===== src/hw/icache_pkg.sv =====
`default_nettype none

package icache_pkg;

  // fetch address and data widths
  parameter int ADDR_BITS = 64;
  parameter int WORD_BITS = 64;
  // only the low part of the address reaches the tag compare
  parameter int DECODE_BITS = 32;

  // line geometry, 32 bytes as four words
  parameter int WORDS_PER_LINE = 4;
  parameter int OFFSET_BITS = 5;
  parameter int WORD_IDX_BITS = 2;
  parameter int WORD_IDX_LSB = 3;
  parameter int LINE_BITS = WORD_BITS * WORDS_PER_LINE;

  typedef logic [ADDR_BITS-1:0] addr_t;
  typedef logic [WORD_BITS-1:0] word_t;
  typedef logic [WORD_IDX_BITS-1:0] word_idx_t;
  // word 0 sits in the lowest bits
  typedef logic [LINE_BITS-1:0] line_t;

  // register port
  parameter int CSR_ADDR_BITS = 2;
  parameter int CSR_DATA_BITS = 32;

  typedef logic [CSR_ADDR_BITS-1:0] csr_addr_t;
  typedef logic [CSR_DATA_BITS-1:0] csr_data_t;

  parameter csr_addr_t CSR_CTRL = 2'd0;
  parameter csr_addr_t CSR_HITS = 2'd1;
  parameter csr_addr_t CSR_MISSES = 2'd2;

endpackage

`default_nettype wire


===== src/hw/icache_csr.sv =====
`timescale 1ns/100ps
`default_nettype none

module icache_csr
  import icache_pkg::*;
(
  input  wire logic      clk,
  input  wire logic      rst_n,
  input  wire logic      csr_req,
  input  wire logic      csr_we,
  input  wire csr_addr_t csr_addr,
  input  wire csr_data_t csr_wdata,
  input  wire logic      hit_pulse,
  input  wire logic      miss_pulse,
  output logic           csr_ack,
  output csr_data_t      csr_rdata,
  output logic           enable,
  output logic           flush
);

  csr_data_t hit_cnt;
  csr_data_t miss_cnt;
  logic      access;

  // first cycle of a request, before ack goes up
  assign access = csr_req && !csr_ack;

  always_ff @(posedge clk) begin
    if (!rst_n) begin
      csr_ack <= 1'b0;
      enable <= 1'b1;
      flush <= 1'b0;
    end else begin
      csr_ack <= csr_req;
      flush <= 1'b0;
      if (access && csr_we && csr_addr == CSR_CTRL) begin
        enable <= csr_wdata[0];
        flush <= csr_wdata[1];
      end
    end
  end

  always_ff @(posedge clk) begin
    if (access) begin
      case (csr_addr)
        CSR_CTRL: csr_rdata <= {{(CSR_DATA_BITS-1){1'b0}}, enable};
        CSR_HITS: csr_rdata <= hit_cnt;
        CSR_MISSES: csr_rdata <= miss_cnt;
        default: csr_rdata <= '0;
      endcase
    end
  end

  // saturating counters
  always_ff @(posedge clk) begin
    if (!rst_n) begin
      hit_cnt <= '0;
      miss_cnt <= '0;
    end else begin
      if (hit_pulse && hit_cnt != '1) begin
        hit_cnt <= hit_cnt + 1'b1;
      end
      if (miss_pulse && miss_cnt != '1) begin
        miss_cnt <= miss_cnt + 1'b1;
      end
    end
  end

  a_hit_miss_exclusive: assert property (
    @(posedge clk) disable iff (!rst_n)
    !(hit_pulse && miss_pulse)
  );

endmodule

`default_nettype wire


===== config.mk =====
export PLATFORM = sky130hd
export DESIGN_NAME = icache_csr
export DESIGN_NICKNAME = d
export VERILOG_FILES = /design/src/hw/icache_pkg.sv /design/src/hw/icache_csr.sv
export SDC_FILE = /design/constraint.sdc
export NUM_CORES = 1
export LEC_CHECK = 0
export ABC_CLOCK_PERIOD_IN_PS = 3700
export BUFFER_PORTS_ARGS = -buffer_cell sky130_fd_sc_hd__buf_2
export CORE_ASPECT_RATIO = 1.1
export CORE_MARGIN = 4
export CORE_UTILIZATION = 46
export CTS_BUF_LIST = sky130_fd_sc_hd__clkbuf_4 sky130_fd_sc_hd__clkbuf_8
export DETAILED_ROUTE_END_ITERATION = 10
export GPL_TIMING_DRIVEN = 1
export PLACE_DENSITY = 0.66
export REMOVE_ABC_BUFFERS = 1
export SYNTH_ARGS = -nofsm -noshare
export SYNTH_HDL_FRONTEND = slang
export SYNTH_SLANG_ARGS = --single-unit

===== constraint.sdc =====
create_clock -name clk -period 3.7 [get_ports clk]
set_input_delay 0.37 -clock clk [delete_from_list [all_inputs] [get_ports clk]]
set_output_delay 0.37 -clock clk [all_outputs]
set_load 0.1 [all_outputs]

# Word level (Yosys, flattened, before mapping)
# Index checks and enable logic that the tools add are counted.
[totals]
reg_bits = 99
output_inout_bits = 35
wordCells = 21
[op_classes]
addsub = 2
n_eq_ne = 4
muxes = 1
n_reduce_logical = 8
[op_table]
columns = ["op", "n"]
rows = [
  ["$pmux W32 S3", 1],
  ["$add A32 B1 Y32 const B", 2],
  ["$ne A32 B32 Y1 const B", 2],
  ["$logic_and A1 B1 Y1", 5],
  ["$eq A2 B1 Y1 const B", 1],
  ["$eq A2 B2 Y1 const B", 1],
  ["$logic_not A2 Y1", 1],
  ["$reduce_and A2 Y1", 1],
  ["$logic_not A1 Y1", 1],
]

# Longest topological paths before layout
[depth]
depth_word = 5
ltp_mapped = 8
mapped_depth_nobuf = 6

# Worst setup path before layout
# OpenSTA, ideal clock, no wires.
[synth_timing]
path_type = "flip-flop to flip-flop"
startpoint = "register csr_ack"
endpoint = "register enable"
setup_ns = 0.129
t_arrival_ns = 2.862
t_required_ns = 3.571
path_slack_ns = 0.709
stages_incl_launch_ff = 5
period_less_slack_ns = 2.991
path_cell_list = "dfxtp_1 -> nor2b_1 -> and3_1 -> mux2i_1 -> nand2_1"
[synth_between]
elab_chain_cells = 4
[synth_lines]
columns = ["item", "line_no", "rtl"]
rows = [
  ["from (decl)", "icache_csr.sv:15", "output logic csr_ack,"],
  ["from (signal assigned)", "icache_csr.sv:34", "csr_ack <= csr_req;"],
  ["$logic_not A1 Y1", "icache_csr.sv:26", "assign access = csr_req && !csr_ack;"],
  ["$logic_and A1 B1 Y1", "icache_csr.sv:26", ""],
  ["$logic_and A1 B1 Y1 (2 in series)", "icache_csr.sv:36", "if (access && csr_we && csr_addr == CSR_CTRL) begin"],
  ["to (signal assigned)", "icache_csr.sv:37", "enable <= csr_wdata[0];"],
  ["to (decl)", "icache_csr.sv:17", "output logic enable,"],
]
# No other way between the ends.
# A chain may end at the register's enable or synchronous reset.

# Worst setup path in the final report
[layout_timing]
startpoint = "register miss_cnt[0]"
endpoint = "register miss_cnt[9]"
[layout_between]
elab_chain_cells = 2
elab_cells_between_ends = 3
classes_between = "1 x add/sub; 1 x eq/ne; 1 x reduce/logical"
[layout_lines]
columns = ["item", "line_no", "rtl"]
rows = [
  ["from (decl)", "icache_csr.sv:22", "csr_data_t miss_cnt;"],
  ["from (signal assigned)", "icache_csr.sv:64", "miss_cnt <= miss_cnt + 1'b1;"],
  ["parallel branches: the longest is 2 deep, another holds $add A32 B1 Y32", "-", ""],
]
# Several ways; the timed one is not identified.

==> impl_metrics.env <==
export IMPL_wl_um=11300
export IMPL_n_antenna_cell=0
export IMPL_synth_top_area_share=0.284
export IMPL_final_seq_area_um2=2300
export IMPL_fin_crit_ns=2.64
export IMPL_std_cell_rows=38
export IMPL_fmax_mhz=379
export IMPL_io_pins=75
export IMPL_drc=0
export IMPL_via_count=3976
export IMPL_hp_class="input pin to flop"
export IMPL_yosysTopAreaCell="dfxtp_1"
export IMPL_die_area_um2=11900
export IMPL_wire_per_inst_um=17.7
export IMPL_setup_tns_final_ns=0
export IMPL_drive_gt1_frac=0.158
export IMPL_grt_max_degree=52
export IMPL_setup_viol=0
export IMPL_yosysUniqueCellTypes=52
export IMPL_root_buffer="clkbuf_8"
export IMPL_synthSimpleGateAreaFrac=0.237
export IMPL_routabilityCongestion=0.851
export IMPL_reg2reg_from="miss_cnt[0]"
export IMPL_timing_critical_path_from_type="flop"
export IMPL_status="completed"
export IMPL_cp_max_fo=15
export IMPL_synth_top_family_by_area="simple AND/OR/NAND/NOR gates"
export IMPL_mappedNetlistArea_um2=4720
export IMPL_cts_tree="yes"
export IMPL_antenna_found_initial=0
export IMPL_cts_made_buffers=9
export IMPL_drv_cap=0
export IMPL_max_slew_margin=0.385
export IMPL_endpoint_kind="flop"
export IMPL_synthArstFlopShare=0
export IMPL_grt_usage=0.194
export IMPL_clk_pin_slew_ns=0.09
export IMPL_grt_pass1_vias=3636
export IMPL_crit_path_cell_trace="ha_1 > nand4_1 > or4_4 > o31ai_2 > o31ai_1 > a21oi_1"
export IMPL_powerDensity_nw_per_um2=407
export IMPL_tightest_slew_ns=0.918
export IMPL_avgSynthCellArea_um2=9.83
export IMPL_clkLatencyLatePin_ns=0.37
export IMPL_finalCritPeriodShare=0.713
export IMPL_portBuffers=44
export IMPL_finClkSkew_ns=0.00756
export IMPL_ys_flop_type="dfxtp_1"
export IMPL_ant_nets=0
export IMPL_start_util=0.475
export IMPL_clkSinkCount=99
export IMPL_crit_required_ns=3.99
export IMPL_synth_seq_cells=99
export IMPL_power_mw=2.15
export IMPL_hold_start="csr_wdata[0]"
export IMPL_via_per_inst=6.21
export IMPL_synth_compound_area_frac=0.189
export IMPL_synth_mux_area_frac=0.0170
export IMPL_yosysSeqAreaShare=0.488
export IMPL_grt_pass1_wl_um=18700
export IMPL_irDropWorstVdd_mv=0.207
export IMPL_synth_edf_count=32
export IMPL_arrival_ns=2.93
export IMPL_hold_viol_final=0
export IMPL_path_class="flop to flop"
export IMPL_setup_worst_path_start="miss_cnt[0]"
export IMPL_slowest_delay_ns=0.79
export IMPL_die_w_um=105
export IMPL_drv_slew=0
export IMPL_multi_input_area_um2=2270
export IMPL_first_pass_iters=5
export IMPL_grt_setup_unrepaired="false"
export IMPL_synthAdderAreaFrac=0.00530
export IMPL_layout_nets=557
export IMPL_netlist_top_cells_area="dfxtp_1 28%, edfxtp_1 20%, a22o_1 5.8%"
export IMPL_drt_first_iter_violations=277
export IMPL_post_cts_setup_buffers=0
export IMPL_cts_hold_buffers=0
export IMPL_cts_resized=0
export IMPL_syn_inst=480
export IMPL_synth_xor_area_frac=0.0297
export IMPL_post_dp_hpwl_um=7670
export IMPL_die_height_um=114
export IMPL_p_leak_nw=1.73
export IMPL_h_tree_depth=3
export IMPL_cp_slowest_cell="o31ai_2"
export IMPL_clk_path_buf_depth=2
export IMPL_yosys_warnings=0
export IMPL_grt_overflow=0
export IMPL_area_growth_syn_to_layout_pct=11.7
export IMPL_core_area_um2=9940
export IMPL_num_fill_cells=904
-- cell usage after synthesis (4+ instances only) --
library cell  count
dfxtp_1          67
a21oi_1          37
nand2_1          33
edfxtp_1         32
a22o_1           31
nand3_1          24
nand4_1          24
nor2_1           21
clkbuf_1         18
or3_1            17
o31ai_1          16
or4_1            15
o21ai_1          14
xnor2_1          12
inv_1            11
and3_1            9
buf_2             8
mux2i_1           8
a211oi_1          7
and4_1            7
o21ai_0           7
nand2b_1          6
nor2b_1           5
nor4_1            5
xor2_1            4
-- sequential cells by signal, summed over array words and instances (netlist names) --
register,cells
csr_ack,1
flush,1
hit_cnt,32
csr_rdata,32
enable,1
miss_cnt,32
-- layout make-up --
cell class	count	area share
clock inverters	7	0.0202
multi-input cells	342	0.431
flip-flops and latches	99	0.437
repair buffers	51	0.0517
clock buffers	9	0.0235
inverters	12	0.00854
well taps	120	0.0285
-- power breakdown --
group	internal, mW	leakage, nW	switching (mW)	total (mW)
sequential	1.14	0.867	0.0116	1.15
clock	0.441	0.116	0.370	0.811
combinational	0.0272	0.745	0.160	0.187
-- placed cells by master, fill, tap and decap left out, types with 3 or more instances in the layout --
cell type / count
o21ai_0: 7
and3_1: 9
a22o_1: 31
nand4_1: 24
dfxtp_1: 67
xnor2_1: 12
clkinv_1: 4
nor4_1: 4
a21oi_1: 37
o21a_1: 3
nand2_1: 33
mux2i_1: 8
or4b_1: 3
clkbuf_8: 9
a211oi_1: 7
buf_2: 44
or4_1: 15
nand3_1: 24
or3_1: 17
nor3_1: 3
and2_1: 3
nand2b_1: 6
nor4_2: 4
inv_1: 11
o31ai_1: 16
edfxtp_1: 32
o21ai_1: 14
nor2_1: 21
and4_1: 7
buf_4: 7
xor2_1: 4
bufinv_16: 3
-- metrics by stage --
stage | hold WS (ns) | cells | instance area [µm²] | worst slack, ns | utilization
2_1_floorplan | 0.432 | 453 | 4600 | 0.720 | -
3_3_place_gp | 0.484 | 624 | 5040 | 1.11 | 0.507
3_5_place_dp | 0.490 | 624 | 5040 | 1.09 | 0.507
4_1_cts | 0.204 | 640 | 5270 | 1.08 | 0.531
5_1_grt | 0.206 | 640 | 5270 | 0.849 | 0.531
6_report | 0.216 | 640 | 5270 | 1.06 | 0.531
-- final timing paths --
check | endpoint | slack (ns) | depth (start not counted)
worst max-delay path | miss_cnt[9] | 1.06 | 6
worst min-delay path | enable | 0.22 | 3
worst max register to register | miss_cnt[9] | 1.06 | 6
worst min register to register | miss_cnt[31] | 0.51 | 2
-- critical path: cells and delay by family (launching register included) --
kind / cells / cell delay (ns)
AO/OA/AOI/OAI: 3 / 1.16
adder cells (fa/ha/maj): 1 / 0.27
flip-flops: 1 / 0.47
AND/OR/NAND/NOR: 2 / 0.68
-- cell families after synthesis --
logic type               Yosys count
AND/OR/NAND/NOR                  189
AO/OA/AOI/OAI                    127
flip-flops                        99
buffers and inverters             39
XOR/XNOR                          16
multiplexers                       8
adder cells (fa/ha/maj)            2
-- layer usage --
metal / wire length, µm / track usage / share of wire / vias to the layer above
met2: 5320 / 0.309 / 0.47 / 129
met3: 652 / 0.0276 / 0.058 / 13
met1: 5170 / 0.270 / 0.46 / 1915
li1: - / - / - / 1919
met5: 0 / 0 / 0 / -
met4: 169 / 0.0726 / 0.015 / 0
No activity file was read; power rests on OpenSTA's default activity.
