**config.mk**
```make
export PLATFORM = sky130hd
export DESIGN_NAME = icache_refill
export DESIGN_NICKNAME = d
export VERILOG_FILES = /design/src/hw/icache_pkg.sv /design/src/hw/icache_refill.sv
export SDC_FILE = /design/constraint.sdc
export NUM_CORES = 1
export LEC_CHECK = 0
export BUFFER_PORTS_ARGS = -buffer_cell sky130_fd_sc_hd__buf_2
export CORE_MARGIN = 8
export CORE_UTILIZATION = 30
export CTS_CLUSTER_DIAMETER = 100
export CTS_CLUSTER_SIZE = 20
export DETAILED_ROUTE_END_ITERATION = 12
export HOLD_SLACK_MARGIN = 0.03
export PLACE_DENSITY = 0.62
export SLEW_MARGIN = 20
export SYNTH_ARGS = -nofsm -noshare
export SYNTH_HDL_FRONTEND = slang
export SYNTH_SLANG_ARGS = --single-unit
```
**constraint.sdc**
```tcl
create_clock -name clk -period 6 [get_ports clk]
set_input_delay 1.2 -clock clk [delete_from_list [all_inputs] [get_ports clk]]
set_output_delay 1.2 -clock clk [all_outputs]
set_load 0.005 [all_outputs]
```
**src/hw/icache_pkg.sv**
```systemverilog
`default_nettype none

package icache_pkg;

  // fetch address and data widths
  parameter int ADDR_BITS = 64;
  parameter int WORD_BITS = 64;
  // only the low part of the address reaches the tag compare
  parameter int DECODE_BITS = 32;

  // line geometry, 32 bytes as four words
  parameter int WORDS_PER_LINE = 4;
  parameter int OFFSET_BITS = 5;
  parameter int WORD_IDX_BITS = 2;
  parameter int WORD_IDX_LSB = 3;
  parameter int LINE_BITS = WORD_BITS * WORDS_PER_LINE;

  typedef logic [ADDR_BITS-1:0] addr_t;
  typedef logic [WORD_BITS-1:0] word_t;
  typedef logic [WORD_IDX_BITS-1:0] word_idx_t;
  // word 0 sits in the lowest bits
  typedef logic [LINE_BITS-1:0] line_t;

  // register port
  parameter int CSR_ADDR_BITS = 2;
  parameter int CSR_DATA_BITS = 32;

  typedef logic [CSR_ADDR_BITS-1:0] csr_addr_t;
  typedef logic [CSR_DATA_BITS-1:0] csr_data_t;

  parameter csr_addr_t CSR_CTRL = 2'd0;
  parameter csr_addr_t CSR_HITS = 2'd1;
  parameter csr_addr_t CSR_MISSES = 2'd2;

endpackage

`default_nettype wire

```
**src/hw/icache_refill.sv**
```systemverilog
`timescale 1ns/100ps
`default_nettype none

module icache_refill
  import icache_pkg::*;
(
  input  wire logic  clk,
  input  wire logic  rst_n,
  input  wire logic  refill_start,
  input  wire addr_t refill_addr,
  input  wire word_t dram_data,
  input  wire logic  dram_val,
  output logic       dram_req,
  output addr_t      dram_req_addr,
  output logic       refill_done,
  output line_t      refill_line
);

  typedef enum logic [1:0] {
    rf_idle,
    rf_burst,
    rf_done
  } refill_state_t;

  refill_state_t state;
  word_idx_t     beat_cnt;
  logic          last_beat;

  assign last_beat = dram_val && (beat_cnt == word_idx_t'(WORDS_PER_LINE - 1));

  always_ff @(posedge clk) begin
    if (!rst_n) begin
      state <= rf_idle;
      dram_req <= 1'b0;
      beat_cnt <= '0;
    end else begin
      case (state)
        rf_idle: begin
          if (refill_start) begin
            state <= rf_burst;
            dram_req <= 1'b1;
            beat_cnt <= '0;
          end
        end
        rf_burst: begin
          if (dram_val) begin
            beat_cnt <= beat_cnt + 1'b1;
          end
          // request drops right after the last beat
          if (last_beat) begin
            state <= rf_done;
            dram_req <= 1'b0;
          end
        end
        rf_done: state <= rf_idle;
        default: state <= rf_idle;
      endcase
    end
  end

  assign refill_done = (state == rf_done);

  // line aligned, upper half of the address is not decoded
  always_ff @(posedge clk) begin
    if (state == rf_idle && refill_start) begin
      dram_req_addr <= {{(ADDR_BITS-DECODE_BITS){1'b0}},
                        refill_addr[DECODE_BITS-1:OFFSET_BITS], {OFFSET_BITS{1'b0}}};
    end
  end

  // beats arrive in ascending order, shift in from the top
  always_ff @(posedge clk) begin
    if (state == rf_burst && dram_val) begin
      refill_line <= {dram_data, refill_line[LINE_BITS-1:WORD_BITS]};
    end
  end

  a_val_needs_req: assert property (
    @(posedge clk) disable iff (!rst_n)
    dram_val |-> dram_req
  );

  a_start_when_free: assert property (
    @(posedge clk) disable iff (!rst_n)
    refill_start |-> (state != rf_burst)
  );

endmodule

`default_nettype wire

```
-- Word-level counts from Yosys, hierarchy flattened
Cells that the tools add are included.
- memories kept: 0
- logic and storage cells: 29
- bits in writable memories: 0
- register bits: 288
- bits in read-only memories: 0
- latch bits: 0
- output and inout port bits: 322
- input bits: 132
- multipliers: 0
- shift-type cells: 0
- bitwise logic cells: 0
- muxes and demuxes: 9
- equality and inequality tests: 6
- divide/modulo/power cells: 0
- reduce and logical (&&, ||, !) cells: 8
- order comparisons: 0
- add/sub/neg operators: 1
- operator list (cell ; number):
    2-bit two-way mux ; 4
    2-bit one-hot mux with 2 select lines ; 2
    2-bit inequality test (second input constant) ; 3
    3-bit AND reduction ; 2
    2-bit equality test (second input constant) ; 2
    1-bit logical AND ; 3
    2-bit by 1-bit adder with 2-bit output (second input constant) ; 1
    2-bit by 1-bit equality test with 1-bit output (second input constant) ; 1
    2-bit logical NOT ; 1
    1-bit two-way mux ; 2
    1-bit one-hot mux with 2 select lines ; 1
    2-bit AND reduction ; 1
    2-bit nonzero test ; 1

-- Depth between registers and ports, before layout
Gate-level depths: netlist (run 1).
- depth in word-level cells: 4
- mapped depth: 4

-- Least setup slack after synthesis (run 1)
Ideal clock, no wire load.
- path type: input-to-reg
- from: input port dram_val
- to: register refill_line[0], enable pin
- stages: 1
- arrival: 4.274 ns
- data required time: 5.494 ns
- slack: 1.220 ns
- buffers on the path: 0
- cell sequence: and3b_2
- longest elaborated chain between the ends: 1
- ends and longest elaborated chain (element ; RTL line ; RTL):
    start: declaration ; icache_refill.sv:12 ; input wire logic dram_val,
    1-bit logical AND ; icache_refill.sv:73 ; if (state == rf_burst && dram_val) begin
    end signal: assignment ; icache_refill.sv:74 ; refill_line <= {dram_data, refill_line[LINE_BITS-1:WORD_BITS]};
    end: declaration ; icache_refill.sv:16 ; output line_t refill_line
No other way between the ends.
A chain may end at the register's enable or synchronous reset.

-- Final worst setup path (run 1)
- from: register state[1]
- to: output port refill_done
- longest elaborated chain between the ends: 1
- ends and longest elaborated chain (element ; RTL line ; RTL):
    start: declaration ; icache_refill.sv:25 ; refill_state_t state;
    start signal: assignment ; icache_refill.sv:33 ; state <= rf_idle;
    start signal: assignment ; icache_refill.sv:40 ; state <= rf_burst;
    start signal: assignment ; icache_refill.sv:51 ; state <= rf_done;
    2-bit equality test ; icache_refill.sv:61 ; assign refill_done = (state == rf_done);
    end: declaration ; icache_refill.sv:15 ; output logic refill_done,
No other way between the ends.

==> summary.txt, run 1 <==
Clocking
  • Clk pin slew, worst setup/hold paths: 80 ps
  • CTS tree: yes
  • Setup Fix Bufs, Post-CTS: 0
  • Post-CTS Hold Fix Bufs: 0
  • Clk buf depth: 3
  • Clock root buffer: clkbuf_16
  • Worst skew pair latency: around 500 ps
  • CTS sink count: 288
  • H-tree Lvls: 1
  • Post-CTS sizing: 0
  • TritonCTS Buffers: 18

Worst setup path
  • Critical path's slowest cell: dfxtp_1
  • Critical Path RT: 4800 ps
  • Crit path max-delay family: flip-flops
  • CP endpoint kind: primary output
  • Critical path arrival: 1260 ps
  • Critical Path Fanout Max: 9
  • Worst setup path category: register to primary output
  • WP buf/inv: 1
  • Delay of the slowest cell on the worst path: roughly 480 ps
  • CP startpoint kind: register
  • Worst path cell trace: nor2b_1 -> buf_2

Routing
  • Post-route ant nets: 0
  • Routed Wire Length: 21.4 mm
  • Avg Vias per Cell: just under 4
  • Detailed router's first-iteration violation count: 201
  • Vias: between 4000 and 5000
  • WL/cell: 18.7 µm
  • Residual DRC: 0
  • Drt pass-1 iters: 4

STA
  • Final worst setup slack: about 3500 ps
  • Setup TNS Final: 0 ps
  • Rel. slew slack: 0.492
  • Final Skew: 13.7 ps
  • RSZ-0062 raised after global routing: false
  • Fmax: 0.406 GHz
  • Final setup vio count: 0
  • Final Max Tran Viols: 0
  • Crit share post-route: 0.411
  • Least-Margin Pin Slew: 763 ps
  • Tmin final: roughly 2500 ps
  • Fin. Hold Viols: 0

Synthesis
  • Post-synthesis mux area share: 0
  • Async SR Flop Fraction: 0
  • Top cells by count, synth: edfxtp_1 (283), buf_4 (37), dfxtp_1 (5), nor2b_1 (4), o21ai_0 (3)
  • Seq/Total Area, Yosys: 0.952
  • Unique masters post-synth: 21
  • Syn Inst Count: between 300 and 400
  • Synth Area in Compound Gates: 0.00485
  • Synth Area in Adders: 0.00139
  • Most common cell in the netlist: edfxtp_1
  • Ys Warns: 0
  • EDFF count, synth: roughly 280
  • Synthesized area per cell: 25.8 µm²
  • Post-synth top area cell: edfxtp_1
  • Largest family of logic cells by synthesized area: buffers and inverters
  • Synth top area cells: edfxtp_1 (94%), buf_4 (3.1%), dfxtp_1 (1.1%)
  • Synth top area share: 0.941
  • Synth Area in Simple Gates: 0.0104
  • Primary FF master, synth: edfxtp_1
  • Post-Synth XOR/XNOR Area: 0
  • Synth Register Bits: 288
  • Synth Cell Area: between 9000 and 10000 µm²

GRT
  • Vias in the first global route: around 5000
  • All-layer global routing usage: 0.109
  • Total congestion overflow: 0
  • Global-route wire length before repair: roughly 30 mm
  • Largest net degree at the start of global routing: 136
  • Antenna violations before repair: 0

Placement
  • Hpwl dp: 16.4 mm
  • Pre-CTS setup slack: 3400 ps
  • I/O Buffers: 379
  • Gpl congestion: 0.736

Finish
  • Area Overhead vs Synth: 31.1%
  • Diode count: 0
  • Fillers: 2737
  • Layout cells sized above 1: 0.535
  • Fin nets: 884

Floorplanning
  • Starting Density: 0.305
  • Core area: 29600 µm²
  • Die Y: 190 µm
  • Die width: 190 µm
  • Die area: 35900 µm²
  • Rows: 63
  • I/O pins: 454

Pwr
  • Power per cell area: slightly above 300 nW/µm²
  • Peak supply drop: 0.233 mV
  • P_leak: 4.61 nW

Flow run
  • Maxcap violations: 0

Hold path
  • Hold Crit Class: register to register

Outcome
  • Run status: finished clean
-- layout by cell type, fill, tap and decap left out --
master,count
a21oi_1,2
a31oi_1,1
and3b_4,1
buf_12,2
buf_2,379
buf_4,1
clkbuf_1,6
clkbuf_16,19
clkinv_8,1
conb_1,37
dfxtp_1,5
edfxtp_1,283
ha_1,1
inv_1,1
nand2_1,1
nand2b_1,1
nand3_1,1
nand3b_1,1
nand4b_1,1
nor2_1,2
nor2b_1,3
nor2b_2,1
nor3b_1,1
nor3b_2,1
o21ai_0,3
o21ai_1,1
o21bai_1,1
-- final timing paths --
path	end	depth (start not counted)	startpoint	slack, ps
worst min-delay path	refill_line[125]$_DFFE_PP_	0	refill_line[189]$_DFFE_PP_	440
worst max-delay path	refill_done	2	state[1]$_SDFFE_PN0P_	3540
worst min register to register	refill_line[125]$_DFFE_PP_	0	refill_line[189]$_DFFE_PP_	440
worst max register to register	refill_line[50]$_DFFE_PP_	2	state[0]$_SDFFE_PN0P_	4200
-- cells by family after synthesis --
logic type / Yosys count
flops: 288
buf+inv: 38
simple gates: 14
compound gates: 8
fa+ha+maj: 1
other cells: 1
-- stage by stage --
| step | power (mW) | hold slack (ps) | util | cells | cell area (µm²) |
|---|---|---|---|---|---|
| global route | 3.81 | 446 | 0.400 | 1147 | 11800 |
| CTS | 3.74 | 442 | 0.400 | 1147 | 11800 |
| finish | 3.68 | 442 | 0.400 | 1147 | 11800 |
| floorplan | 2.43 | 452 | - | 386 | 9170 |
| global placement | 2.53 | 424 | 0.382 | 1121 | 11300 |
| detailed placement | 2.54 | 426 | 0.382 | 1121 | 11300 |
-- area by class of cell --
| type | instances | area (µm²) | share of cell area |
|---|---|---|---|
| inverters | 1 | 3.75 | 0.000317 |
| multi-input cells | 60 | 294 | 0.0248 |
| clock inverters | 1 | 16.3 | 0.00137 |
| flip-flops and latches | 288 | 8600 | 0.726 |
| clock buffers | 25 | 498 | 0.0420 |
| well taps | 390 | 488 | 0.0412 |
| repair buffers | 382 | 1940 | 0.164 |
-- sequential cells by signal (all words and copies together), names as in the netlist --
register / cells
dram_req: 1
beat_cnt: 2
refill_line: 256
dram_req_addr: 27
state: 2
-- routing by layer --
layer / vias up / track usage / part of all wire
met3: 25 / 0.0553 / 0.12
met4: 0 / 0.0310 / 0.022
li1: 2095 / - / -
met2: 262 / 0.193 / 0.50
met5: - / 0 / 0
met1: 2179 / 0.112 / 0.36
-- where the power goes --
part / internal (mW) / switching [mW] / leakage (nW)
clock: 0.583 / 0.608 / 0.248
combinational: 0.0690 / 0.0973 / 1.69
sequential: 2.29 / 0.0299 / 2.67
total: 2.94 / 0.736 / 4.61
(Power assumes the default switching activity.)
==> run 2: changes to the inputs <==
==> constraint.sdc (replaced) <==
create_clock -name clk -period 2.3 [get_ports clk]
set_input_delay 0.46 -clock clk [delete_from_list [all_inputs] [get_ports clk]]
set_output_delay 0.46 -clock clk [all_outputs]
set_load 0.005 [all_outputs]
==> run 2 against run 1 <==
- clock-buffer cell count down 1
- sequential share of layout area is 0.97 points lower
- non-clock buffer count rose by 12
- die area unchanged
- cell count grew 1.0%
- sequential power increased to 2.6 times the previous value
- register-to-register slack got worse by 3600 ps
- hold slack worse by 310 ps
- power grew to 2.6 times the previous value
- combinational power increased to 2.8 times the previous value
- largest power group unchanged
==> summary.txt, run 2 (same netlist as run 1, synthesis figures left out) <==
Routing
  • Vias: 4657
  • Residual DRC: 0
  • Post-route ant nets: 0
  • Drt pass-1 iters: 4
  • Avg Vias per Cell: 4.02
  • Routed Wire Length: 22.2 mm
  • Detailed router's first-iteration violation count: 195
  • WL/cell: 19.2 µm

Clocking
  • Clock root buffer: clkbuf_16
  • TritonCTS Buffers: 18
  • Clk pin slew, worst setup/hold paths: 80 ps
  • CTS tree: yes
  • H-tree Lvls: 1
  • Post-CTS Hold Fix Bufs: 0
  • Worst skew pair latency: 500 ps
  • CTS sink count: 288
  • Clk buf depth: 3
  • Post-CTS sizing: 0
  • Setup Fix Bufs, Post-CTS: 0

Pwr
  • P_leak: roughly 4.7 nW
  • Peak supply drop: 0.732 mV
  • Power per cell area: between 800 and 900 nW/µm²
  • Total Power Consumption: 9.62 mW

Floorplanning
  • Rows: 63
  • Die Y: 190 µm
  • Die width: 190 µm
  • Core area: 29600 µm²
  • Starting Density: 0.305
  • I/O pins: 454
  • Die area: 35900 µm²

Worst setup path
  • R2R Setup Slk: between 500 and 600 ps
  • Critical Path RT: 2490 ps
  • CP endpoint kind: register
  • CP Capture Point: refill_line[138]$_DFFE_PP_
  • Worst Setup SP: state[0]$_SDFFE_PN0P_
  • CP startpoint kind: register
  • Critical path arrival: roughly 1900 ps
  • Worst setup path category: register to register
  • R2r endpoint: refill_line[138]$_DFFE_PP_
  • Worst R2R Path Depth: 2
  • Critical Path Fanout Max: 39
  • R2R Path Start: state[0]$_SDFFE_PN0P_

STA
  • Setup TNS Final: 0 ps
  • Final setup vio count: 0
  • Final Skew: 13.4 ps
  • Final worst setup slack: ~550 ps
  • Crit share post-route: 0.760
  • RSZ-0062 raised after global routing: false
  • Tmin final: 1750 ps
  • Fmax: ~0.57 GHz
  • Fin. Hold Viols: 0
  • Rel. slew slack: 0.638
  • Least-Margin Pin Slew: around 540 ps
  • Final Max Tran Viols: 0
  • Tightest hold margin: 132 ps

Outcome
  • Run status: finished clean

Finish
  • Area Overhead vs Synth: 32.9%
  • Largest regs: refill_line: 256 flops, dram_req_addr: 27 flops
  • Final instance area: 12000 µm²
  • Diode count: 0
  • Fillers: between 2000 and 3000
  • Commonest non-fill, non-tap cell in the layout: buf_2
  • Fin nets: 896
  • Final design utilization: 0.405
  • Layout cells sized above 1: 0.545
  • Max reg flops: 256
  • Most frequent cells in the layout: buf_2 (379), edfxtp_1 (283), conb_1 (37)
  • Largest Register: refill_line
  • Post-Layout Cell Count: approximately 1200

GRT
  • Met2 usage: 0.195
  • Largest net degree at the start of global routing: 40
  • Met3 usage: 0.0525
  • Gr busiest metal: met2
  • Antenna violations before repair: 3
  • Vias in the first global route: 5000
  • All-layer global routing usage: 0.115
  • Total congestion overflow: 0
  • Global-route wire length before repair: 31.4 mm
  • GR Util met1: 0.129

Placement
  • Gpl congestion: 0.771
  • DP Cell Count: between 1000 and 1500
  • Area post-placement: 11500 µm²
  • Hpwl dp: 17.3 mm
  • Pre-CTS setup slack: ~430 ps
  • I/O Buffers: 379

Hold path
  • Hold Crit Class: input pin to register
  • Hold Startpoint: dram_data[9]

Flow run
  • Maxcap violations: 0
## run 2: how the worst min path moves through the flow
stage / slack [ps] / cells past startpoint / endpoint
3_5_place_dp: 430 / 0 / refill_line[83]$_DFFE_PP_
3_3_place_gp: 420 / 0 / refill_line[63]$_DFFE_PP_
6_report: 130 / 1 / refill_line[201]$_DFFE_PP_
4_1_cts: 90 / 1 / refill_line[238]$_DFFE_PP_
5_1_grt: 90 / 1 / refill_line[255]$_DFFE_PP_
2_1_floorplan: 450 / 0 / refill_line[0]$_DFFE_PP_
## run 2: layout make-up
cell class	instances	area, µm²	area share
flip-flops and latches	288	8600	0.716
repair buffers	394	2110	0.176
clock buffers	24	494	0.0412
well taps	390	488	0.0406
multi-input cells	60	294	0.0245
clock inverters	2	16.3	0.00135
inverters	1	3.75	0.000313
## run 2: layer usage
layer | up-vias | wire [µm]
li1 | 2121 | -
met1 | 2225 | 8290
met2 | 281 | 10800
met3 | 26 | 2690
met4 | 4 | 424
met5 | - | 24
## run 2: critical path, cell delays in order (launching register included)
cell     delay (ps)
dfxtp_1         500
and3b_4         600
buf_12          300
## run 2: where the power goes
group          total, mW  switching, mW  internal, mW
combinational      0.471          0.264         0.207
sequential          6.05         0.0812          5.97
clock               3.09           1.58          1.52
total               9.62           1.92          7.70
