==> config.mk <==
export PLATFORM = sky130hd
export DESIGN_NAME = icache_lru
export DESIGN_NICKNAME = d
export VERILOG_FILES = /design/src/hw/icache_lru.sv
export SDC_FILE = /design/constraint.sdc
export NUM_CORES = 1
export LEC_CHECK = 0
export CAP_MARGIN = 15
export CORE_MARGIN = 5
export CORE_UTILIZATION = 45
export CTS_CLUSTER_DIAMETER = 30
export DETAILED_ROUTE_END_ITERATION = 10
export DONT_BUFFER_PORTS = 1
export SLEW_MARGIN = 0
export SYNTH_ARGS = -nofsm -noshare
export SYNTH_HDL_FRONTEND = slang
export SYNTH_SLANG_ARGS = --single-unit
==> constraint.sdc <==
create_clock -name clk -period 2.46 [get_ports clk]
set_input_delay 0.738 -clock clk [delete_from_list [all_inputs] [get_ports clk]]
set_output_delay 0.738 -clock clk [all_outputs]
set_load 0.05 [all_outputs]
==> src/hw/icache_lru.sv <==
`timescale 1ns/100ps
`default_nettype none

module icache_lru #(
  parameter int SET_BITS = 6
) (
  input  wire logic                clk,
  input  wire logic                rst_n,
  input  wire logic                flush,
  input  wire logic                touch_en,
  input  wire logic                touch_way,
  input  wire logic [SET_BITS-1:0] touch_set,
  input  wire logic                fill_en,
  input  wire logic                fill_way,
  input  wire logic [SET_BITS-1:0] fill_set,
  input  wire logic                rd_en,
  input  wire logic [SET_BITS-1:0] rd_set,
  output logic                     victim_way
);

  localparam int NUM_SETS = 1 << SET_BITS;

  // one bit per set naming the least recently used way
  logic [NUM_SETS-1:0] lru_q;

  always_ff @(posedge clk) begin
    if (!rst_n || flush) begin
      lru_q <= '0;
    end else if (fill_en) begin
      lru_q[fill_set] <= ~fill_way;
    end else if (touch_en) begin
      lru_q[touch_set] <= ~touch_way;
    end
  end

  // in step with the array read
  always_ff @(posedge clk) begin
    if (!rst_n) begin
      victim_way <= 1'b0;
    end else if (rd_en) begin
      victim_way <= lru_q[rd_set];
    end
  end

endmodule

`default_nettype wire

After elaboration in Yosys (flattened, before gate mapping)
Cells that the tools add are included.

word-level totals
  register bits after elaboration = 65
  bits of input ports = 26
  logic and storage cells = 24

operators by class
  order comparisons = 5
  muxes and demuxes = 10
  bitwise operators = 2
  reductions and logical operators = 5

operators with widths
  cell                                                        count
  bitwise mux 64 bit                                          2
  2-to-1 mux 64 bit                                           2
  less-than comparator 6 x 7 -> 1 bit, second input constant  3
  demux 1 bit (select 6 bit)                                  2
  >= comparator 6 x 1 -> 1 bit, second input constant         2
  binary-select mux 1 bit (select 6 bit)                      1
  2-to-1 mux 1 bit                                            3
  logical AND 1 bit                                           2
  NOT 1 bit                                                   2
  nonzero test 2 bit                                          1
  logical NOT 1 bit                                           1
  logical OR 1 bit                                            1

Logic depth before layout (Yosys ltp)
Gate-level depths: netlist of the first run.

  depth after elaboration = 7
  mapped depth = 8
  depth with buffers taken out = 5

Least setup slack after synthesis of the first run
No wires, ideal clock.

  path type = input port to flip-flop
  start = input port rd_set[0]
  end = register victim_way
  arrival = 2,355 ps
  data required time = 2,344 ps
  setup slack = -12 ps
  cell stages on the path = 6
  buffers on the path = 1
  path through = buf_6 mux4_1 a22oi_1 a21boi_1 or4_1 a41o_1

on the way
  longest elaborated chain between the ends = 2

ends and longest elaborated chain
  item                                    RTL line  RTL
  start, declared                         17        input wire logic [SET_BITS-1:0] rd_set,
  binary-select mux 1 bit (select 6 bit)  41        victim_way <= lru_q[rd_set];
  2-to-1 mux 1 bit (not written as such)  41
  end signal, assigned                    41
  end, declared                           18        output logic victim_way

No other way between the ends. The select of a mux whose other input is x is not followed.
A chain may end at the register's enable or synchronous reset.

Worst setup path in the final report of the first run
Ends and elaborated chain as after synthesis.

==> summary.md, run 1 <==
| Metric | Value |
|---|---|
| Number of rows created at floorplan | 36 |
| Placer congestion estimate | 0.9362 |
| Flip-flop cell with the highest count after synthesis | sky130_fd_sc_hd__dfxtp_1 |
| X dimension of the die | 108.7 um |
| Max-cap violations | 0 |
| FILL cells | 945 |
| Clock Pin Slew Worst Setup and Hold Paths | 0.08 ns |
| Average footprint of a synthesized cell | 8.337 sq um |
| Worst voltage drop across the vdd grid | 0.2066 mV |
| Total of endpoints with negative setup slack in the final report | 0 |
| Fin crit share | 83.79% |
| Kind of start point of the critical path | input pin |
| Total number of vias | 4,369 |
| Antenna violations before repair | 0 |
| Worst slew margin relative to its limit | 60.39% |
| Worst stage delay on the critical path | 0.55 ns |
| Transition at the pin with the smallest max-transition slack | 0.5941 ns |
| Seq. cell area | 1301 sq um |
| Die height | 108.7 um |
| Deepest clock path buffer count | 2 |
| Ant diodes | 0 |
| Leak | 1.400 nW |
| CTS HTree Levels | 3 |
| Latest clock arrival within the worst-skew pair | 0.35 ns |
| Number of synthesized flops with an enable pin | 0 |
| Global route total overflow | 0 |
| Number of setup buffers added after CTS | 0 |
| # hold bufs at CTS | 0 |
| Dominant combinational cell family by area after synthesis | compound AO/OA/AOI/OAI gates |
| Final #Nets | 527 |
| Final critical-path required period | 2.061 ns |
| Initial cell density of the core | 45.50% |
| Share of the synthesized area in compound gates (AO/OA/AOI/OAI) | 26.11% |
| Remaining antenna violation count | 0 |
| Pins over their slew limit | 0 |
| PnR Total Power | 2.219 mW |
| Uppermost routed layer | met4 |
| Highest achievable clock rate | 485.2 MHz |
| Commonest cells after routing, fill and taps aside | 81 x sky130_fd_sc_hd__o22ai_1, 68 x sky130_fd_sc_hd__nor2_1, 65 x sky130_fd_sc_hd__dfxtp_1 |
| Overall track demand over capacity in global routing | 25.62% |
| Setup TNS Final | 0 ns |
| Worst Clk Skew | 0.01016 ns |
| Required arrival time at the worst endpoint | 2.70 ns |
| Maximum fanout encountered on the critical timing path | 18 |
| Area growth from synthesis to layout | 7.304% |
| Drt pass-1 iters | 5 |
| Post-synthesis mux area share | 12.67% |
| Adder and majority cell fraction of the synthesized area | 0% |
| Outcome | finished, final reports clean |
| Area of combinational cells with multiple inputs | 2795 sq um |
| CTS tree | yes |
| Category of the critical setup timing path | input pin to flip-flop |
| Synth cell types | 39 |
| Power density over the cells | 471.6 nW/um^2 |
| I/O pin count | 27 |
| Net count of the mapped netlist | 552 |
| Portion of the post-synthesis area used by sequential elements | 29.67% |
| Proportion of synthesized flip-flops having asynchronous set or reset | 0% |
| Yosys warnings | 0 |
| DIE AREA | 11,820 sq um |
| Worst endpoint data arrival time | 2.30 ns |
| Total clock buffers created by CTS | 9 |
| Flop and latch count out of synthesis | 65 |
| Synth Area in Simple Gates | 24.91% |
| Post-Route M1 WL | 6.563 mm |
| Count of buffers inserted at the top-level ports | 0 |
| Total wire length after detailed routing | 14.91 mm |
| Detailed-route wire length per cell | 23.34 um |
| Detailed placement HPWL | 10.72 mm |
| Most common cell after layout, fill and taps aside | sky130_fd_sc_hd__o22ai_1 |
| First-pass GRT wire length | 23.13 mm |
| Via count normalized by instance count | 6.837 |
| Count of final hold-check violations | 0 |
| Sort of element at the end of the critical path | flip-flop |
| Floorplan Core Area | 9639 sq um |
| Number of standard cells after synthesis | 526 |
| Maximum number of pins on one net before global-route repair | 26 |
| Mapped Area | 4385 sq um |
| TritonCTS sink count | 65 |
| List of cells traversed by the critical path | mux4_1 > a22oi_1 > a21boi_1 > or4_1 > a41o_1 |
| Via count of the first global-routing pass | 4,033 |
| Number of violations reported at the end of detailed-routing iteration 0 | 530 |
| Area share of xor/xnor cells in the synthesized design | 0% |
| Ratio of cells with drive above 1 in the final layout | 25.10% |
| Met2 WL | 6.419 mm |
| DRC | 0 |
| Resized Gates After CTS | 0 |
| Cell type of the slowest stage on the worst timing path | sky130_fd_sc_hd__mux4_1 |
| Master cell of the clock root buffer | sky130_fd_sc_hd__clkbuf_8 |
| Setup repair after global routing missed its margin | no |
| Total length of routed met3 wires | 1.628 mm |
| Worst hold path class | flip-flop to flip-flop |
-- worst paths after layout --
check | depth (start not counted) | slack (ns) | end | startpoint
hold reg to reg | 2 | 0.47 | lru_q[54] | lru_q[54]
setup reg to reg | 5 | 0.49 | victim_way | lru_q[35]
setup / recovery | 5 | 0.40 | victim_way | rd_set[0]
hold / removal | 2 | 0.47 | lru_q[54] | lru_q[54]
-- worst max-delay path: cells and delay by family --
kind | cells | cell delay, ns
AND/OR/NAND/NOR | 1 | 0.50
multiplexers | 1 | 0.55
AO/OA/AOI/OAI | 3 | 0.51
-- kinds of logic after synthesis --
logic type,Yosys count
mux,37
flops,65
simple gates,210
buf+inv,70
compound gates,144
-- area by class of cell --
class | instances | share of cell area (%)
clock buffers | 9 | 2.632
multi-input cells | 391 | 59.40
inverters | 2 | 0.1595
well taps | 133 | 3.536
clock inverters | 7 | 1.516
flip-flops and latches | 65 | 27.65
repair buffers | 32 | 5.105
-- routing by layer --
| layer | track usage [%] | vias to the layer above |
|---|---|---|
| li1 | - | 1989 |
| met5 | 0 | - |
| met1 | 37.90 | 2042 |
| met4 | 8.476 | 0 |
| met2 | 37.73 | 302 |
| met3 | 4.263 | 36 |
-- power breakdown --
| group | total, mW | internal, mW | switching, mW |
|---|---|---|---|
| clock network | 0.925 | 0.466 | 0.459 |
| logic | 0.234 | 0.0910 | 0.143 |
| registers | 1.06 | 1.06 | 0.00564 |
-- state kept, by name, indices dropped and copies added, names as in the netlist --
register	flops
lru_q	64
victim_way	1
-- cells in the mapped netlist, types with 3 or more instances --
cell type                  count  area share (%)
sky130_fd_sc_hd__o22ai_1      81              12
sky130_fd_sc_hd__nor2_1       68             5.8
sky130_fd_sc_hd__dfxtp_1      65              30
sky130_fd_sc_hd__clkbuf_1     48             4.1
sky130_fd_sc_hd__nor3_1       46             5.2
sky130_fd_sc_hd__o221a_2      45              12
sky130_fd_sc_hd__mux2i_1      21             4.8
sky130_fd_sc_hd__or2_2        18             2.6
sky130_fd_sc_hd__buf_2        17             1.9
sky130_fd_sc_hd__nand2_1      14             1.2
sky130_fd_sc_hd__nand3b_1     14             2.4
sky130_fd_sc_hd__or3_1        14             2.0
sky130_fd_sc_hd__mux4_1        8             4.8
sky130_fd_sc_hd__nand3_1       7            0.80
sky130_fd_sc_hd__or3b_2        7             1.4
sky130_fd_sc_hd__nand2b_1      6            0.86
sky130_fd_sc_hd__nor3b_1       5            0.86
sky130_fd_sc_hd__o21ai_0       5            0.57
sky130_fd_sc_hd__mux2_2        4             1.0
sky130_fd_sc_hd__mux4_2        4             2.1
sky130_fd_sc_hd__nand4_1       3            0.43
sky130_fd_sc_hd__nor2b_1       3            0.43
-- per-stage QoR --
stage | hold slack [ns] | setup slack (ns) | std cells | cell area, sq um | util [%]
finish | 0.4724 | 0.3989 | 639 | 4706 | 48.82
global placement | 0.4516 | 0.05453 | 623 | 4511 | 46.79
detailed placement | 0.4614 | 0.02542 | 623 | 4511 | 46.79
floorplan | 0.4292 | 0.002160 | 526 | 4385 | -
global route | 0.5156 | 0.2871 | 639 | 4706 | 48.82
CTS | 0.4722 | 0.3871 | 639 | 4706 | 48.82
No activity file was read; power rests on OpenSTA's default activity.
==> run 2: changes to the inputs <==
==> constraint.sdc (replaced) <==
create_clock -name clk -period 2 [get_ports clk]
set_input_delay 0.6 -clock clk [delete_from_list [all_inputs] [get_ports clk]]
set_output_delay 0.6 -clock clk [all_outputs]
set_load 0.05 [all_outputs]
==> summary.md, run 2 (synthesis results as in run 1) <==
| Metric | Value |
|---|---|
| Number of violations reported at the end of detailed-routing iteration 0 | 477 (-10%) |
| Number of rows created at floorplan | 36 (unchanged) |
| Worst reg2reg startpoint | lru_q[15] |
| Worst stage delay on the critical path | 0.50 ns (-0.05 ns) |
| Count of final hold-check violations | 0 (unchanged) |
| Detailed-route wire length per cell | 24.90 um (+6.7%) |
| Antenna violations before repair | 0 (unchanged) |
| Top cell family by delay on the critical path | simple AND/OR/NAND/NOR gates |
| Most common cell after layout, fill and taps aside | sky130_fd_sc_hd__nor2_1 |
| Sort of element at the end of the critical path | flip-flop |
| Die height | 108.7 um (unchanged) |
| Total of endpoints with negative setup slack in the final report | 0 (unchanged) |
| Ant diodes | 0 (unchanged) |
| Final critical-path required period | 1.927 ns |
| Pins over their slew limit | 0 (unchanged) |
| First-pass GRT wire length | 24.51 mm (+6.0%) |
| Category of the critical setup timing path | flip-flop to flip-flop |
| Worst slew margin relative to its limit | 66.10% (+5.7 points) |
| Sequential cell fraction of total power | 48.2% (+0.4 points) |
| Power density over the cells | 542.8 nW/um^2 (+15%) |
| TritonCTS sink count | 65 (unchanged) |
| Floorplan Core Area | 9639 sq um (unchanged) |
| DIE AREA | 11,820 sq um (unchanged) |
| Clock Pin Slew Worst Setup and Hold Paths | 0.08 ns (about the same) |
| Via count normalized by instance count | 6.988 (+2.2%) |
| I/O pin count | 27 (unchanged) |
| Cell type of the slowest stage on the worst timing path | sky130_fd_sc_hd__or4_1 |
| Remaining antenna violation count | 0 (unchanged) |
| R2R setup slack | 0.07 ns (-0.42 ns) |
| Overall track demand over capacity in global routing | 27.63% (+2.0 points) |
| Maximum fanout encountered on the critical timing path | 2 (-16) |
| Detailed placement HPWL | 11.18 mm (+4.3%) |
| Layout Utilization | 51.78% (+3.0 points) |
| Max-cap violations | 0 (unchanged) |
| List of cells traversed by the critical path | mux4_2 > a22oi_1 > a21boi_1 > or4_1 > a41o_1 |
| CP Launch Point | lru_q[15] |
| Resized Gates After CTS | 0 (unchanged) |
| Worst hold path class | input pin to flip-flop |
| Kind of start point of the critical path | flip-flop |
| Total clock buffers created by CTS | 9 (unchanged) |
| Latest clock arrival within the worst-skew pair | 0.37 ns (+0.02 ns) |
| R2R depth | 5 (unchanged) |
| Crit path buffers/inverters | 0 (unchanged) |
| Placer congestion estimate | 0.9412 (+0.53%) |
| Combinational cell fraction of total power | 12.0% (+1.5 points) |
| Required arrival time at the worst endpoint | 2.27 ns (-0.43 ns) |
| Critical R2R Capture | victim_way |
| Highest achievable clock rate | 519.1 MHz |
| Register with the most flip-flops | lru_q |
| Maximum number of pins on one net before global-route repair | 65 (+150%) |
| Deepest clock path buffer count | 2 (unchanged) |
| Initial cell density of the core | 45.50% (unchanged) |
| Clock network fraction of design power | 39.8% (-1.9 points) |
| # hold bufs at CTS | 0 (unchanged) |
| Worst Clk Skew | 0.01188 ns (+0.001724 ns) |
| Count of buffers inserted at the top-level ports | 0 (unchanged) |
| Total number of vias | 4,486 (+2.7%) |
| Total wire length after detailed routing | 15.99 mm (+7.2%) |
| Transition at the pin with the smallest max-transition slack | 0.5085 ns (-0.08563 ns) |
| CTS HTree Levels | 3 (unchanged) |
| Switching share of total power | 28.43% (+1.1 points) |
| Crit path depth | 5 (unchanged) |
| DRC | 0 (unchanged) |
| Int Power | 1.939 mW (+20%) |
| Setup repair after global routing missed its margin | no |
| Flip-flop count of the largest register, all copies and words added | 64 (unchanged) |
| Commonest cells after routing, fill and taps aside | 68 x sky130_fd_sc_hd__nor2_1, 65 x sky130_fd_sc_hd__dfxtp_1, 46 x sky130_fd_sc_hd__nor3_1 |
| Fin crit share | 96.33% |
| Final #Nets | 530 (+0.57%) |
| Leak | 1.439 nW (+2.8%) |
| Number of setup buffers added after CTS | 0 (unchanged) |
| Switching power summed over all nets | 0.7702 mW (+27%) |
| Global route total overflow | 0 (unchanged) |
| CTS tree | yes |
| Worst voltage drop across the vdd grid | 0.3400 mV (+65%) |
| Master cell of the clock root buffer | sky130_fd_sc_hd__clkbuf_8 |
| Area growth from synthesis to layout | 13.81% |
| Worst endpoint data arrival time | 2.20 ns (-0.10 ns) |
| Minimum hold slack | 0.3857 ns (-0.08674 ns) |
| Critical path capture point | victim_way |
| Ratio of cells with drive above 1 in the final layout | 33.20% (+8.1 points) |
| Via count of the first global-routing pass | 4,178 (+3.6%) |
| Largest registers in the final layout | lru_q (64), victim_way (1) |
| Drt pass-1 iters | 6 (+1) |
| X dimension of the die | 108.7 um (unchanged) |
| Outcome | finished, final reports clean |
-- run 2: cell count changes in the layout (fill, tap and decap cells not counted), moves of 5 or more --
cell	previous run	this run
sky130_fd_sc_hd__o22ai_1	81	44
sky130_fd_sc_hd__or2_2	18	8
sky130_fd_sc_hd__or2_4	0	10
sky130_fd_sc_hd__or3b_2	7	2
sky130_fd_sc_hd__o22ai_2	0	37
sky130_fd_sc_hd__or3b_4	0	5
-- run 2: power groups by stage --
stage          Sequential, mW  Clock [mW]  Combinational, mW
2_1_floorplan            1.33           0              0.303
3_3_place_gp             1.34           0              0.314
3_5_place_dp             1.34           0              0.317
4_1_cts                  1.31        1.06              0.317
5_1_grt                  1.31        1.13              0.340
6_report                 1.31        1.08              0.326
-- run 2: final cells by class --
type,count,area (sq um)
Clock buffer,13,158.9
Clock inverter,3,15.01
Fill cell,936,4648
Inverter,2,7.507
Multi-Input combinational cell,391,3067
Sequential cell,65,1301
Tap cell,133,166.4
Timing Repair Buffer,35,275.3
-- run 2: worst min path at each step --
stage | start | to | slack [ns] | cells past startpoint
3_5_place_dp | lru_q[54] | lru_q[54] | 0.48 | 2
4_1_cts | rst_n | victim_way | 0.39 | 1
2_1_floorplan | lru_q[54] | lru_q[54] | 0.43 | 2
6_report | rst_n | victim_way | 0.39 | 1
5_1_grt | rst_n | victim_way | 0.40 | 1
3_3_place_gp | lru_q[49] | lru_q[49] | 0.47 | 2
-- run 2: per-stage QoR --
step	worst slack, ns	std cells	cell area [sq um]	TNS [ns]	total power [mW]
after global placement	-0.1827	626	4817	-0.1827	1.650
after CTS	0.06897	642	4991	0	2.687
final	0.07341	642	4991	0	2.709
after global routing	0.05521	642	4991	0	2.772
after detailed placement	-0.2004	626	4817	-0.2100	1.652
after floorplan	-0.2026	526	4938	-4.060	1.637
-- run 2: metal layers --
layer | routed length (um) | track usage, % | vias to the layer above
li1 | - | - | 1989
met1 | 6865 | 39.45 | 2169
met2 | 6942 | 41.31 | 297
met3 | 1836 | 7.401 | 31
met4 | 345 | 7.124 | 0
met5 | 0 | 0 | -
==> run 3: changes to the inputs <==
--- a/config.mk
+++ b/config.mk
@@ -11,6 +11,8 @@
 export CTS_CLUSTER_DIAMETER = 30
 export DETAILED_ROUTE_END_ITERATION = 10
 export DONT_BUFFER_PORTS = 1
+export PLACE_DENSITY = 0.67
+export SKIP_LAST_GASP = 1
 export SLEW_MARGIN = 0
 export SYNTH_ARGS = -nofsm -noshare
 export SYNTH_HDL_FRONTEND = slang
==> summary.md, run 3 (synthesis results as in run 1) <==
| Metric | Value |
|---|---|
| Outcome | finished, final reports clean |
| PnR Total Power | 2.901 mW (+7.1%) |
| Antenna violations before repair | 0 (unchanged) |
| FILL cells | 889 (-5.0%) |
| Global route total overflow | 0 (unchanged) |
| Number of rows created at floorplan | 36 (unchanged) |
| Kind of start point of the critical path | flip-flop |
| Floorplan Core Area | 9639 sq um (unchanged) |
| Flip-flop count of the largest register, all copies and words added | 64 (unchanged) |
| Detailed-route wire length per cell | 24.54 um (-1.5%) |
| Placer congestion estimate | 0.9509 (+1.0%) |
| DIE AREA | 11,820 sq um (unchanged) |
| Remaining antenna violation count | 0 (unchanged) |
| Total wire length after detailed routing | 15.73 mm (-1.6%) |
| Final Worst Setup Slack | 0.07021 ns (-0.003200 ns) |
| Leak | 1.458 nW (+1.4%) |
| Sort of element at the end of the critical path | flip-flop |
| TritonCTS sink count | 65 (unchanged) |
| Maximum number of pins on one net before global-route repair | 26 (-60%) |
| Total clock buffers created by CTS | 9 (unchanged) |
| List of cells traversed by the critical path | mux4_1 > a22o_1 > o21ai_0 > nand4_1 > a41o_1 |
| Category of the critical setup timing path | flip-flop to flip-flop |
| First-pass GRT wire length | 24.38 mm (-0.53%) |
| Most common cell after layout, fill and taps aside | sky130_fd_sc_hd__nor2_1 |
| I/O pin count | 27 (unchanged) |
| Die height | 108.7 um (unchanged) |
| Largest registers in the final layout | lru_q (64), victim_way (1) |
| Commonest cells after routing, fill and taps aside | 68 x sky130_fd_sc_hd__nor2_1, 65 x sky130_fd_sc_hd__dfxtp_1, 46 x sky130_fd_sc_hd__nor3_1 |
| Resized Gates After CTS | 0 (unchanged) |
| Latest clock arrival within the worst-skew pair | 0.36 ns (about the same) |
| Final critical-path required period | 1.930 ns (+0.003200 ns) |
| Required arrival time at the worst endpoint | 2.25 ns (-0.02 ns) |
| DRC | 0 (unchanged) |
| Max-cap violations | 0 (unchanged) |
| Drt pass-1 iters | 5 (-1) |
| Total of endpoints with negative setup slack in the final report | 0 (unchanged) |
| Number of violations reported at the end of detailed-routing iteration 0 | 614 (+29%) |
| Deepest clock path buffer count | 2 (unchanged) |
| Crit path buffers/inverters | 0 (unchanged) |
| Transition at the pin with the smallest max-transition slack | 0.5019 ns (-0.006592 ns) |
| CTS HTree Levels | 3 (unchanged) |
| Fin crit share | 96.49% (+0.16 points) |
| Minimum hold slack | 0.4094 ns (+0.02378 ns) |
| CTS tree | yes |
| Ant diodes | 0 (unchanged) |
| Power density over the cells | 575.6 nW/um^2 (+6.0%) |
| Number of setup buffers added after CTS | 0 (unchanged) |
| Worst slew margin relative to its limit | 66.50% (+0.39 points) |
| Area growth from synthesis to layout | 14.92% |
| # hold bufs at CTS | 0 (unchanged) |
| Total number of vias | 4,602 (+2.6%) |
| Highest achievable clock rate | 518.2 MHz (-0.17%) |
| Setup repair after global routing missed its margin | no |
| Setup WS pre-CTS | -0.2130 ns (-0.01265 ns) |
| Via count of the first global-routing pass | 4,449 (+6.5%) |
| Overall track demand over capacity in global routing | 27.09% (-0.55 points) |
| Initial cell density of the core | 45.50% (unchanged) |
| Master cell of the clock root buffer | sky130_fd_sc_hd__clkbuf_8 |
| Worst voltage drop across the vdd grid | 0.3774 mV (+11%) |
| Worst stage delay on the critical path | 0.51 ns (about the same) |
| Ratio of cells with drive above 1 in the final layout | 33.07% (-0.13 points) |
| Cell type of the slowest stage on the worst timing path | sky130_fd_sc_hd__mux4_1 |
| Detailed placement HPWL | 11.08 mm (-0.86%) |
| Layout Utilization | 52.28% (+0.51 points) |
| Via count normalized by instance count | 7.179 (+2.7%) |
| Final #Nets | 530 (unchanged) |
| Pins over their slew limit | 0 (unchanged) |
| Count of final hold-check violations | 0 (unchanged) |
| X dimension of the die | 108.7 um (unchanged) |
| Clock Pin Slew Worst Setup and Hold Paths | 0.07 ns (about the same) |
| Worst Clk Skew | 0.007807 ns (-0.004076 ns) |
| Maximum fanout encountered on the critical timing path | 2 (unchanged) |
| Count of buffers inserted at the top-level ports | 0 (unchanged) |
| Register with the most flip-flops | lru_q |
| Worst endpoint data arrival time | 2.18 ns (-0.02 ns) |
| Top cell family by delay on the critical path | compound AO/OA/AOI/OAI gates |
| Worst hold path class | input pin to flip-flop |
run 3: worst paths after layout:
| check | start | endpoint | slack (ns) | cells past startpoint |
|---|---|---|---|---|
| min | rst_n | victim_way | 0.41 | 1 |
| max reg2reg | lru_q[54] | victim_way | 0.07 | 5 |
| max | lru_q[54] | victim_way | 0.07 | 5 |
| min reg2reg | lru_q[33] | lru_q[33] | 0.49 | 2 |
run 3: cell type report:
class	count	area [sq um]	area share (%)
multi-input cells	391	3067	60.85
flip-flops and latches	65	1301	25.82
repair buffers	35	287.8	5.710
well taps	133	166.4	3.302
clock buffers	12	145.1	2.880
clock inverters	3	65.06	1.291
inverters	2	7.507	0.1490
run 3: worst register-to-register path: cells and delay by family, from the launching register on:
family          cells  cell delay, ns
mux                 1            0.51
compound gates      3            0.82
simple gates        1            0.15
flops               1            0.34
run 3: power breakdown:
group / total (mW) / switching [mW] / internal [mW]
Sequential: 1.30 / 0.00678 / 1.30
Clock: 1.26 / 0.533 / 0.729
Combinational: 0.334 / 0.202 / 0.131
Total: 2.90 / 0.742 / 2.16
run 3: per-stage QoR:
stage               cells  area (sq um)  TNS, ns
finish                641          5040        0
global route          641          5040        0
CTS                   641          5040        0
detailed placement    626          4830  -0.2991
global placement      626          4830  -0.1789
floorplan             526          4938   -4.060
run 3: layer usage:
layer	global-route usage, %	up-vias	wire length, um
li1	-	1983	-
met1	37.02	2221	6540
met2	40.42	342	6714
met3	6.157	56	1883
met4	12.80	0	591
met5	0	-	0
